**config.mk**
```make
export PLATFORM = sky130hd
export DESIGN_NAME = accel_wrap
export DESIGN_NICKNAME = d
export VERILOG_FILES = /design/src/logic/accel_pkg.sv /design/src/logic/tcdm_if.sv /design/src/logic/accel_ctrl_regs.sv /design/src/logic/accel_mac.sv /design/src/logic/accel_streamer.sv /design/src/logic/accel_wrap.sv
export VERILOG_INCLUDE_DIRS = /design/src /design/src/include
export SDC_FILE = /design/constraint.sdc
export NUM_CORES = 1
export LEC_CHECK = 0
export BUFFER_PORTS_ARGS = -buffer_cell sky130_fd_sc_hd__buf_2
export CORE_AREA = 2 2 266 268
export DETAILED_ROUTE_END_ITERATION = 16
export DIE_AREA = 0 0 268 270
export PLACE_DENSITY = 0.6
export SYNTH_ARGS = -nofsm -noshare
export SYNTH_HDL_FRONTEND = slang
export SYNTH_HIERARCHICAL = 1
export SYNTH_SLANG_ARGS = --single-unit
```
**constraint.sdc**
```tcl
create_clock -name clk_i -period 7 [get_ports clk_i]
set_input_delay 0 -clock clk_i [delete_from_list [all_inputs] [get_ports clk_i]]
set_output_delay 0 -clock clk_i [all_outputs]
set_load 0.05 [all_outputs]
```
**src/include/accel_regs.svh**
```systemverilog
`ifndef ACCEL_REGS_SVH
`define ACCEL_REGS_SVH

// Decoded low bits of the APB address
`define REG_OFFSET_W 8

// Byte offsets
`define REG_X_ADDR 8'h00
`define REG_W_ADDR 8'h04
`define REG_Z_ADDR 8'h08
`define REG_LEN    8'h0C
`define REG_CTRL   8'h10
`define REG_STATUS 8'h14

// Bit positions
`define CTRL_START_BIT  0
`define STATUS_BUSY_BIT 0
`define STATUS_DONE_BIT 1

`endif

```
**src/logic/accel_pkg.sv**
```systemverilog
package accel_pkg;

  // Memory port word width
  localparam int unsigned DATA_W = 32;

  // Word address width of the job registers
  localparam int unsigned ADDR_W = 32;

  // Signed elements sit in the low half of a word
  localparam int unsigned OPND_W = 16;

  // Accumulator wraps at this width
  localparam int unsigned ACC_W = 32;

  // Element count width
  localparam int unsigned LEN_W = 16;

  typedef logic [ADDR_W-1:0] addr_t;

  typedef logic [DATA_W-1:0] data_t;

  typedef logic signed [OPND_W-1:0] operand_t;

  typedef logic signed [ACC_W-1:0] acc_t;

  typedef logic [LEN_W-1:0] len_t;

  // Streamer FSM
  typedef enum logic [2:0] {
    IDLE,
    READ,
    DRAIN,
    WRITE,
    WAIT_WGNT
  } stream_state_e;

endpackage : accel_pkg

```
**src/logic/tcdm_if.sv**
```systemverilog
`timescale 1ns/1ps

interface tcdm_if
  import accel_pkg::*;
#(
  parameter int unsigned AddrWidth = 32
) ();

  // Request channel
  logic                 req;
  logic                 wen;
  logic [AddrWidth-1:0] add;
  data_t                data;

  // Response channel
  logic                 gnt;
  logic                 r_valid;
  data_t                r_data;

  modport master (
    output req, wen, add, data,
    input  gnt, r_valid, r_data
  );

  modport slave (
    input  req, wen, add, data,
    output gnt, r_valid, r_data
  );

endinterface : tcdm_if

```
**src/logic/accel_ctrl_regs.sv**
```systemverilog
`timescale 1ns/1ps
`include "accel_regs.svh"

module accel_ctrl_regs
  import accel_pkg::*;
(
  input  logic  clk_i,
  input  logic  rst_ni,
  input  logic  apb_psel_i,
  input  logic  apb_penable_i,
  input  logic  apb_pwrite_i,
  input  addr_t apb_paddr_i,
  input  data_t apb_pwdata_i,
  output data_t apb_prdata_o,
  output logic  apb_pready_o,
  output logic  apb_pslverr_o,
  output logic  start_o,
  output addr_t x_addr_o,
  output addr_t w_addr_o,
  output addr_t z_addr_o,
  output len_t  len_o,
  input  logic  done_i,
  output logic  irq_o
);

  logic [`REG_OFFSET_W-1:0] offset;
  logic  access;
  logic  known;
  logic  job_reg;
  logic  wr_ok;
  logic  go;
  addr_t x_addr_q;
  addr_t w_addr_q;
  addr_t z_addr_q;
  len_t  len_q;
  logic  start_q;
  logic  busy_q;
  logic  done_q;

  assign access = apb_psel_i & apb_penable_i;
  assign offset = apb_paddr_i[`REG_OFFSET_W-1:0];

  always_comb begin
    known   = 1'b1;
    job_reg = 1'b0;
    case (offset)
      `REG_X_ADDR, `REG_W_ADDR, `REG_Z_ADDR, `REG_LEN, `REG_CTRL: job_reg = 1'b1;
      `REG_STATUS: job_reg = 1'b0;
      default: known = 1'b0;
    endcase
  end

  // Zero wait states
  assign apb_pready_o  = access;
  assign apb_pslverr_o = access & (~known | (apb_pwrite_i & busy_q & job_reg));

  assign wr_ok = access & apb_pwrite_i & ~apb_pslverr_o;
  assign go    = wr_ok & (offset == `REG_CTRL) & apb_pwdata_i[`CTRL_START_BIT];

  always_comb begin
    apb_prdata_o = '0;
    case (offset)
      `REG_X_ADDR: apb_prdata_o = x_addr_q;
      `REG_W_ADDR: apb_prdata_o = w_addr_q;
      `REG_Z_ADDR: apb_prdata_o = z_addr_q;
      `REG_LEN:    apb_prdata_o = data_t'(len_q);
      `REG_STATUS: begin
        apb_prdata_o[`STATUS_BUSY_BIT] = busy_q;
        apb_prdata_o[`STATUS_DONE_BIT] = done_q;
      end
      default: apb_prdata_o = '0;
    endcase
  end

  always_ff @(posedge clk_i, negedge rst_ni) begin
    if (!rst_ni) begin
      x_addr_q <= '0;
      w_addr_q <= '0;
      z_addr_q <= '0;
      len_q    <= '0;
      start_q  <= 1'b0;
      busy_q   <= 1'b0;
      done_q   <= 1'b0;
    end else begin
      start_q <= go;
      if (wr_ok && offset == `REG_X_ADDR) x_addr_q <= apb_pwdata_i;
      if (wr_ok && offset == `REG_W_ADDR) w_addr_q <= apb_pwdata_i;
      if (wr_ok && offset == `REG_Z_ADDR) z_addr_q <= apb_pwdata_i;
      if (wr_ok && offset == `REG_LEN) len_q <= apb_pwdata_i[LEN_W-1:0];
      // Busy rises with the start pulse
      if (go) begin
        busy_q <= 1'b1;
        done_q <= 1'b0;
      end else if (done_i) begin
        busy_q <= 1'b0;
        done_q <= 1'b1;
      end else if (wr_ok && offset == `REG_STATUS && apb_pwdata_i[`STATUS_DONE_BIT]) begin
        done_q <= 1'b0;
      end
    end
  end

  assign start_o  = start_q;
  assign x_addr_o = x_addr_q;
  assign w_addr_o = w_addr_q;
  assign z_addr_o = z_addr_q;
  assign len_o    = len_q;
  assign irq_o    = done_q;

endmodule : accel_ctrl_regs

```
**src/logic/accel_mac.sv**
```systemverilog
`timescale 1ns/1ps

module accel_mac
  import accel_pkg::*;
(
  input  logic  clk_i,
  input  logic  rst_ni,
  input  logic  clear_i,
  input  len_t  len_i,
  input  logic  opnd_valid_i,
  input  data_t opnd_data_i,
  output acc_t  acc_o,
  output logic  acc_valid_o
);

  operand_t x_q;
  operand_t w_op;
  acc_t     product;
  len_t     pairs_q;
  len_t     pairs_nxt;
  logic     sel_w_q;
  acc_t     acc_q;
  logic     valid_q;

  assign w_op      = operand_t'(opnd_data_i[OPND_W-1:0]);
  assign product   = acc_t'(x_q) * acc_t'(w_op);
  assign pairs_nxt = pairs_q + len_t'(1);

  // X operand waits here for its W partner
  always_ff @(posedge clk_i) begin
    if (opnd_valid_i && !sel_w_q) x_q <= operand_t'(opnd_data_i[OPND_W-1:0]);
  end

  always_ff @(posedge clk_i, negedge rst_ni) begin
    if (!rst_ni) begin
      acc_q   <= '0;
      pairs_q <= '0;
      sel_w_q <= 1'b0;
      valid_q <= 1'b0;
    end else if (clear_i) begin
      acc_q   <= '0;
      pairs_q <= '0;
      sel_w_q <= 1'b0;
      valid_q <= (len_i == '0);
    end else if (opnd_valid_i) begin
      sel_w_q <= ~sel_w_q;
      if (sel_w_q) begin
        // Wraps on overflow
        acc_q   <= acc_q + product;
        pairs_q <= pairs_nxt;
        if (pairs_nxt == len_i) valid_q <= 1'b1;
      end
    end
  end

  assign acc_o       = acc_q;
  assign acc_valid_o = valid_q;

endmodule : accel_mac

```
**src/logic/accel_streamer.sv**
```systemverilog
`timescale 1ns/1ps

module accel_streamer
  import accel_pkg::*;
#(
  parameter int unsigned MaxOutstanding = 4
)(
  input  logic          clk_i,
  input  logic          rst_ni,
  input  logic          start_i,
  input  addr_t         x_addr_i,
  input  addr_t         w_addr_i,
  input  addr_t         z_addr_i,
  input  len_t          len_i,
  output logic          done_o,
  tcdm_if.master        tcdm,
  output logic          opnd_valid_o,
  output data_t         opnd_data_o,
  output logic          clear_o,
  input  acc_t          acc_i,
  input  logic          acc_valid_i
);

  localparam int unsigned CntW = $clog2(MaxOutstanding + 1);

  stream_state_e state_q;

  logic            req_q;
  logic            wen_q;
  addr_t           add_q;
  data_t           data_q;
  addr_t           x_ptr_q;
  addr_t           w_ptr_q;
  len_t            pairs_left_q;
  logic            sel_w_q;
  logic [CntW-1:0] cnt_q;
  logic [CntW-1:0] cnt_d;
  logic            wr_pend_q;
  logic            done_q;
  logic            accept;
  logic            rd_return;
  logic            issue;
  logic            wr_ready;

  assign accept    = req_q & tcdm.gnt;
  // The first response after the Z write belongs to it
  assign rd_return = tcdm.r_valid & ~wr_pend_q;
  assign issue     = (state_q == READ) && (!req_q || accept) && (pairs_left_q != '0)
                     && (cnt_q < CntW'(MaxOutstanding));
  assign wr_ready  = (cnt_q == '0) & acc_valid_i;

  // Reads raised but not yet returned
  always_comb begin
    cnt_d = cnt_q;
    if (issue) cnt_d = cnt_d + 1'b1;
    if (rd_return) cnt_d = cnt_d - 1'b1;
  end

  always_ff @(posedge clk_i, negedge rst_ni) begin
    if (!rst_ni) begin
      state_q      <= IDLE;
      req_q        <= 1'b0;
      wen_q        <= 1'b1;
      pairs_left_q <= '0;
      sel_w_q      <= 1'b0;
      cnt_q        <= '0;
      wr_pend_q    <= 1'b0;
      done_q       <= 1'b0;
    end else begin
      cnt_q  <= cnt_d;
      done_q <= 1'b0;
      if (tcdm.r_valid) wr_pend_q <= 1'b0;
      unique case (state_q)
        IDLE: begin
          if (start_i) begin
            pairs_left_q <= len_i;
            sel_w_q      <= 1'b0;
            state_q      <= (len_i == '0) ? DRAIN : READ;
          end
        end
        READ: begin
          if (issue) begin
            req_q   <= 1'b1;
            wen_q   <= 1'b1;
            sel_w_q <= ~sel_w_q;
            if (sel_w_q) pairs_left_q <= pairs_left_q - len_t'(1);
          end else if (accept) begin
            req_q <= 1'b0;
          end
          if (pairs_left_q == '0 && (!req_q || accept)) state_q <= DRAIN;
        end
        DRAIN: begin
          if (wr_ready) begin
            req_q   <= 1'b1;
            wen_q   <= 1'b0;
            state_q <= WRITE;
          end
        end
        WRITE, WAIT_WGNT: begin
          if (accept) begin
            req_q     <= 1'b0;
            wen_q     <= 1'b1;
            done_q    <= 1'b1;
            wr_pend_q <= 1'b1;
            state_q   <= IDLE;
          end else begin
            state_q <= WAIT_WGNT;
          end
        end
        default: state_q <= IDLE;
      endcase
    end
  end

  // Address and data payload, held while the request waits
  always_ff @(posedge clk_i) begin
    if (start_i && state_q == IDLE) begin
      x_ptr_q <= x_addr_i;
      w_ptr_q <= w_addr_i;
    end else if (issue) begin
      if (sel_w_q) begin
        add_q   <= w_ptr_q;
        w_ptr_q <= w_ptr_q + addr_t'(1);
      end else begin
        add_q   <= x_ptr_q;
        x_ptr_q <= x_ptr_q + addr_t'(1);
      end
    end else if (state_q == DRAIN && wr_ready) begin
      add_q  <= z_addr_i;
      data_q <= data_t'(acc_i);
    end
  end

  assign tcdm.req  = req_q;
  assign tcdm.wen  = wen_q;
  assign tcdm.add  = add_q;
  assign tcdm.data = data_q;

  assign opnd_valid_o = rd_return;
  assign opnd_data_o  = tcdm.r_data;
  assign clear_o      = start_i & (state_q == IDLE);
  assign done_o       = done_q;

endmodule : accel_streamer

```
**src/logic/accel_wrap.sv**
```systemverilog
`timescale 1ns/1ps

module accel_wrap
  import accel_pkg::*;
#(
  parameter int unsigned AddrWidth      = 32,
  parameter int unsigned MaxOutstanding = 4
)(
  input  logic  clk_i,
  input  logic  rst_ni,
  input  logic  apb_psel_i,
  input  logic  apb_penable_i,
  input  logic  apb_pwrite_i,
  input  addr_t apb_paddr_i,
  input  data_t apb_pwdata_i,
  output data_t apb_prdata_o,
  output logic  apb_pready_o,
  output logic  apb_pslverr_o,
  output logic  mem_req_o,
  output logic  mem_wen_o,
  output addr_t mem_add_o,
  output data_t mem_data_o,
  input  logic  mem_gnt_i,
  input  logic  mem_r_valid_i,
  input  data_t mem_r_data_i,
  output logic  irq_o
);

  logic  start;
  addr_t x_addr;
  addr_t w_addr;
  addr_t z_addr;
  len_t  len;
  logic  done;
  logic  irq;
  logic  opnd_valid;
  data_t opnd_data;
  logic  clear;
  acc_t  acc;
  logic  acc_valid;
  logic  accept_in;
  logic  accept_out;
  logic  wr_hold;

  tcdm_if #(.AddrWidth(AddrWidth)) tcdm ();

  assign accept_in  = tcdm.req & tcdm.gnt;
  assign accept_out = mem_req_o & mem_gnt_i;
  // Interrupt must not overtake the Z write still held at the boundary
  assign wr_hold    = mem_req_o & ~mem_wen_o & ~mem_gnt_i;

  always_ff @(posedge clk_i, negedge rst_ni) begin
    if (!rst_ni) begin
      // Inputs
      tcdm.gnt     <= 1'b0;
      tcdm.r_valid <= 1'b0;
      tcdm.r_data  <= '0;
      // Outputs
      mem_req_o  <= 1'b0;
      mem_wen_o  <= 1'b1;
      mem_add_o  <= '0;
      mem_data_o <= '0;
      irq_o      <= 1'b0;
    end else begin
      // Grant only when the request stage is free next cycle
      tcdm.gnt     <= ~accept_in & (~mem_req_o | accept_out);
      tcdm.r_valid <= mem_r_valid_i;
      tcdm.r_data  <= mem_r_data_i;
      if (accept_in) begin
        mem_req_o  <= 1'b1;
        mem_wen_o  <= tcdm.wen;
        mem_add_o  <= tcdm.add;
        mem_data_o <= tcdm.data;
      end else if (accept_out) begin
        mem_req_o <= 1'b0;
      end
      irq_o <= irq & ~wr_hold;
    end
  end

  accel_ctrl_regs i_ctrl_regs (
    .clk_i         ( clk_i         ),
    .rst_ni        ( rst_ni        ),
    .apb_psel_i    ( apb_psel_i    ),
    .apb_penable_i ( apb_penable_i ),
    .apb_pwrite_i  ( apb_pwrite_i  ),
    .apb_paddr_i   ( apb_paddr_i   ),
    .apb_pwdata_i  ( apb_pwdata_i  ),
    .apb_prdata_o  ( apb_prdata_o  ),
    .apb_pready_o  ( apb_pready_o  ),
    .apb_pslverr_o ( apb_pslverr_o ),
    .start_o       ( start         ),
    .x_addr_o      ( x_addr        ),
    .w_addr_o      ( w_addr        ),
    .z_addr_o      ( z_addr        ),
    .len_o         ( len           ),
    .done_i        ( done          ),
    .irq_o         ( irq           )
  );

  accel_streamer #(
    .MaxOutstanding ( MaxOutstanding )
  ) i_streamer (
    .clk_i        ( clk_i       ),
    .rst_ni       ( rst_ni      ),
    .start_i      ( start       ),
    .x_addr_i     ( x_addr      ),
    .w_addr_i     ( w_addr      ),
    .z_addr_i     ( z_addr      ),
    .len_i        ( len         ),
    .done_o       ( done        ),
    .tcdm         ( tcdm.master ),
    .opnd_valid_o ( opnd_valid  ),
    .opnd_data_o  ( opnd_data   ),
    .clear_o      ( clear       ),
    .acc_i        ( acc         ),
    .acc_valid_i  ( acc_valid   )
  );

  accel_mac i_mac (
    .clk_i        ( clk_i      ),
    .rst_ni       ( rst_ni     ),
    .clear_i      ( clear      ),
    .len_i        ( len        ),
    .opnd_valid_i ( opnd_valid ),
    .opnd_data_i  ( opnd_data  ),
    .acc_o        ( acc        ),
    .acc_valid_o  ( acc_valid  )
  );

endmodule : accel_wrap

```
==> out/summary.txt, run 1 <==
Clock transition at path regs: 0.06 ns
DRT iter0 DRCs: 1425
R2r setup slk: 0.28 ns
Number of setup buffers added after CTS: 0
Fraction of layout instances using a drive strength above 1: 14.65%
DR vias: 20988
Routability congestion estimate from global placement: 0.8922
Crit-path max FO: 16
Post-DR vias/cell: 5.296
Setup ws final: 0.2822 ns
Relative max-transition margin: 19.61%
Avg WL per Cell: 19.38 um
Clock latency at the later pin of the worst-skew pair: 0.61 ns
Fillers: 6235
Setup Skew: 0.02354 ns
Largest net degree at the start of global routing: 133
Die height: 270 um
Yosys warnings: 6
GRT Total Usage: 22.03%
Num CTS Buffers: 49
Final wirelength: 76.79 mm
1st-pass router iterations: 5
Hpwl dp: 55.72 mm
Initial Util: 43.98%
Initial antenna violation count: 1
Antenna Nets Post-Route: 0
H-tree depth: 2
Synthesized area per cell: 10.89 um^2
Number of global-route vias before repair: 22456
Max cap viols: 0
Ports: 204
CTS root buf: clkbuf_16
Max-slew violations: 0
Mapped Nets: 3309
HP Class: in2reg
Final Critical Period: 6.718 ns
Area Growth Syn to Fin: 12.29%
F_max: 148.9 MHz
Setup-failing EPs final: 0
Status: finished clean
Critical Path End Type: flop
Worst setup SP type: flop
Pre-CTS setup slack: 0.3991 ns
Clk sinks: 421
Global-route wire length before repair: 125.1 mm
Final Hold Violating Endpoints: 0
Grt ovf: 0
Dpl cells: 3815
TNS Setup: 0 ns
PortBufs: 163
Core Area: 0.06954 mm^2
# DRC: 0
Max Buffers Root-to-Sink: 3
Post-Layout Cell Count: 3963
Diode count: 0
RSZ-0062 raised after global routing: no
Critical path required time: 7.51 ns
Synthesized instance count: 2809
Cell area after synthesis: 0.03058 mm^2
Worst-Margin Slew: 1.206 ns
Die width: 268 um
Final net count: 3483
Fin crit share: 95.97%
Worst EP arrival: 7.23 ns
TritonCTS clock tree: yes
Die footprint: 0.07236 mm^2
Cell Rows: 97
Kind of critical path: reg2reg
==> placed cells by master, fill, tap and decap left out, types with 70 or more instances in the layout <==
cell type and instances:
a21oi_1 85, and2_1 132, buf_2 162, dfrtp_1 273, edfxtp_1 144, fa_1 292, ha_1 105, inv_1 367
mux2_4 88, mux2i_1 70, nand2_1 333, nor2_1 87, o21ai_0 109
==> cell type report <==
type / count / area (um^2) / share of cell area, %
Tap cell: 940 / 1176 / 3.425
Inverter: 370 / 1394 / 4.059
Clock buffer: 66 / 1350 / 3.931
Clock inverter: 25 / 280.3 / 0.8161
Timing Repair Buffer: 263 / 1732 / 5.042
Multi-Input combinational cell: 1878 / 17150 / 49.94
Sequential cell: 421 / 11260 / 32.79
==> state kept, by name (all words and copies together), names as in the netlist, 32 cells and up <==
name	cells
i_streamer/tcdm.add	32
mem_data_o	32
i_streamer/tcdm.data	32
i_ctrl_regs/x_addr_o	32
i_ctrl_regs/z_addr_o	32
i_streamer/x_ptr_q	32
i_mac/acc_o	32
mem_add_o	32
i_ctrl_regs/w_addr_o	32
i_streamer/w_ptr_q	32
==> per-layer routing <==
metal	track usage [%]	part of all wire, %	wire length (um)	up-vias
li1	-	-	-	9551
met1	31.09	45	34400	10809
met2	36.24	48	36830	522
met3	2.927	5.2	3967	104
met4	4.807	2.1	1586	2
met5	0	0.016	12	-
==> path summary, 6_finish.rpt <==
check | start | endpoint | cells after the start
min in group asynchronous | rst_ni | tcdm.r_data[2] | 3
max in group asynchronous | rst_ni | tcdm.r_data[4] | 4
min reg2reg | i_streamer/tcdm.add[26] | mem_add_o[26] | 1
max reg2reg | i_mac/x_q[7] | i_mac/acc_o[31] | 19
min | mem_r_valid_i | tcdm.r_valid | 2
max | i_mac/x_q[7] | i_mac/acc_o[31] | 19
==> stage by stage <==
stage | hold WS, ns | cell area, um^2 | utilization [%]
after global placement | 0.01137 | 32140 | 46.22
after global routing | 0.02867 | 34340 | 49.38
after CTS | 0.004100 | 34340 | 49.38
after detailed placement | 0.02064 | 32140 | 46.22
final | 0.02938 | 34340 | 49.38
after floorplan | -0.2956 | 30580 | -
==> timing repair <==
action | CTS | global route
resized for setup | 0 | 1
setup endpoints to repair | 0 | 1
hold buffers | 57 | 0
hold endpoints to repair | 208 | 0
==> worst max-delay path: stages (launching register included) <==
cell,delay (ns)
edfxtp_1,0.78
nand2_1,0.17
fa_1,0.58
fa_1,0.45
fa_1,0.52
inv_1,0.04
ha_1,0.31
fa_1,0.55
inv_1,0.06
fa_1,0.53
inv_1,0.05
ha_1,0.37
a2111oi_0,0.48
o21ai_1,0.20
nand3_1,0.24
a21oi_1,0.17
o211ai_1,0.39
a21boi_1,0.17
or3b_1,0.40
a31oi_1,0.19
Power of run 1 is not shown: default switching activity piles up to over one toggle a cycle in this logic, so the estimate is an artifact.
==> run 2, diff against run 1 <==
--- a/config.mk
+++ b/config.mk
@@ -6,11 +6,11 @@
 export SDC_FILE = /design/constraint.sdc
 export NUM_CORES = 1
 export LEC_CHECK = 0
-export BUFFER_PORTS_ARGS = -buffer_cell sky130_fd_sc_hd__buf_2
 export CORE_AREA = 2 2 266 268
 export DETAILED_ROUTE_END_ITERATION = 16
 export DIE_AREA = 0 0 268 270
-export PLACE_DENSITY = 0.6
+export DONT_BUFFER_PORTS = 1
+export PLACE_DENSITY = 0.57
 export SYNTH_ARGS = -nofsm -noshare
 export SYNTH_HDL_FRONTEND = slang
 export SYNTH_HIERARCHICAL = 1
==> out/summary.txt, run 2 (synthesis gave the netlist of run 1 again) <==
Fin crit share: 95.07% (-0.90 points)
1st-pass router iterations: 5 (unchanged)
Post-DR vias/cell: 5.394 (+1.9%)
Setup-failing EPs final: 0 (unchanged)
Clock transition at path regs: 0.06 ns (about the same)
WP buf/inv: 6 (+3)
HP Class: in2reg
Die width: 268 um (unchanged)
Ports: 204 (unchanged)
Relative max-transition margin: 18.64% (-0.97 points)
Max Buffers Root-to-Sink: 3 (unchanged)
TritonCTS clock tree: yes
H-tree depth: 2 (unchanged)
RSZ-0062 raised after global routing: no
Area Growth Syn to Fin: 10.96%
Worst-Margin Slew: 1.220 ns (+0.01458 ns)
Critical path required time: 7.52 ns (about the same)
Worst setup SP type: flop
Routability congestion estimate from global placement: 0.8655 (-3.0%)
TNS Setup: 0 ns (unchanged)
Max-slew violations: 0 (unchanged)
Num CTS Buffers: 50 (+2.0%)
PortBufs: 0 (-100%)
Setup ws final: 0.3454 ns (+0.06312 ns)
Worst EP arrival: 7.17 ns (-0.06 ns)
Clk sinks: 421 (unchanged)
Final Critical Period: 6.655 ns (-0.06312 ns)
Final Hold Violating Endpoints: 0 (unchanged)
Commonest non-fill, non-tap cell in the layout: inv_1
Critical path's top delay family: adder cells
Cell Rows: 97 (unchanged)
Global-route wire length before repair: 123.4 mm (-1.4%)
Die footprint: 0.07236 mm^2 (unchanged)
Hpwl dp: 54.12 mm (-2.9%)
Critical-path top delay cell: dfrtp_1
Initial antenna violation count: 4 (+3)
Setup Skew: 0.06603 ns (+0.04249 ns)
CP max stage delay: 0.83 ns (+0.05 ns)
DR vias: 20616 (-1.8%)
Area after DPL: 0.03127 mm^2 (-2.7%)
Number of gates resized after CTS: 0 (unchanged)
Max cap viols: 0 (unchanged)
F_max: 150.3 MHz (+0.95%)
Fin area: 0.03394 mm^2 (-1.2%)
GRT Total Usage: 21.86% (-0.17 points)
Core Area: 0.06954 mm^2 (unchanged)
Initial Util: 43.98% (unchanged)
Crit-path max FO: 17 (+1)
Kind of critical path: reg2reg
Pre-CTS setup slack: 0.3340 ns (-0.06509 ns)
CTS root buf: clkbuf_16
Most frequent cells in the layout: inv_1, nand2_1, fa_1, dfrtp_1, edfxtp_1
Most frequent cell on the critical path: fa_1
Final wirelength: 76.71 mm (-0.11%)
Antenna Nets Post-Route: 0 (unchanged)
Number of global-route vias before repair: 21880 (-2.6%)
# DRC: 0 (unchanged)
Fraction of layout instances using a drive strength above 1: 10.00% (-4.7 points)
Die height: 270 um (unchanged)
DRT iter0 DRCs: 1277 (-10%)
Grt ovf: 0 (unchanged)
Hold slack: 0.1119 ns (+0.08249 ns)
Avg WL per Cell: 20.07 um (+3.6%)
Final net count: 3338 (-4.2%)
Largest net degree at the start of global routing: 278 (+110%)
Cell chain of the critical path: nand2_1 -> fa_1 -> inv_1 -> fa_1 -> inv_1 -> fa_1 -> inv_1 -> fa_1 -> fa_1 -> inv_1 -> fa_1 -> inv_1 -> ha_1 -> a21oi_1 -> o221ai_1 -> a21oi_1 -> buf_4 -> a21oi_1 -> o211ai_1 -> a21boi_1 -> or3b_1 -> a31oi_1
Status: finished clean
Critical Path End Type: flop
Clock latency at the later pin of the worst-skew pair: 0.65 ns (+0.04 ns)
run 2: cell types whose count changed in the layout (fill, tap and decap cells not counted), sizes merged:
cell         change
buf            -164
bufinv           +1
clkbuf           +8
clkinv           -6
clkinvlp         +1
diode            +2
dlygate4sd3     +18
inv              -1
run 2: worst paths after layout:
path	depth (start not counted)	startpoint	slack, ns	endpoint
max in group asynchronous	5	rst_ni	4.96	i_ctrl_regs/z_addr_o[16]
min reg2reg	1	i_streamer/tcdm.data[23]	0.46	mem_data_o[23]
max	22	tcdm.r_data[7]	0.35	i_mac/acc_o[31]
min in group asynchronous	3	rst_ni	0.48	tcdm.r_data[14]
max reg2reg	22	tcdm.r_data[7]	0.35	i_mac/acc_o[31]
min	2	apb_pwdata_i[17]	0.11	i_ctrl_regs/z_addr_o[17]
run 2: routing by layer:
metal	wire [um]	global-route usage, %
met1	33310	30.02
met3	4728	3.711
met2	36790	35.98
met5	27	0
met4	1849	5.469
run 2: timing repair:
item	in CTS	in global routing
endpoints found under the hold margin	412	7
buffers inserted	0	0
hold buffers	75	1
run 2: final cells by class:
class | count | area, um^2
Sequential cell | 421 | 11260
Clock inverter | 20 | 292.8
Clock buffer | 74 | 1538
Fill cell | 6365 | 35610
Tap cell | 940 | 1176
Multi-Input combinational cell | 1878 | 17140
Inverter | 370 | 1394
Antenna cell | 2 | 5.005
Timing Repair Buffer | 117 | 1126
run 2: stage by stage:
stage / instances / utilization (%)
final: 3822 / 48.80
after detailed placement: 3648 / 44.96
after floorplan: 2809 / -
after global routing: 3822 / 48.80
after global placement: 3648 / 44.96
after CTS: 3817 / 48.70
Power of run 2 is left out for the same reason.
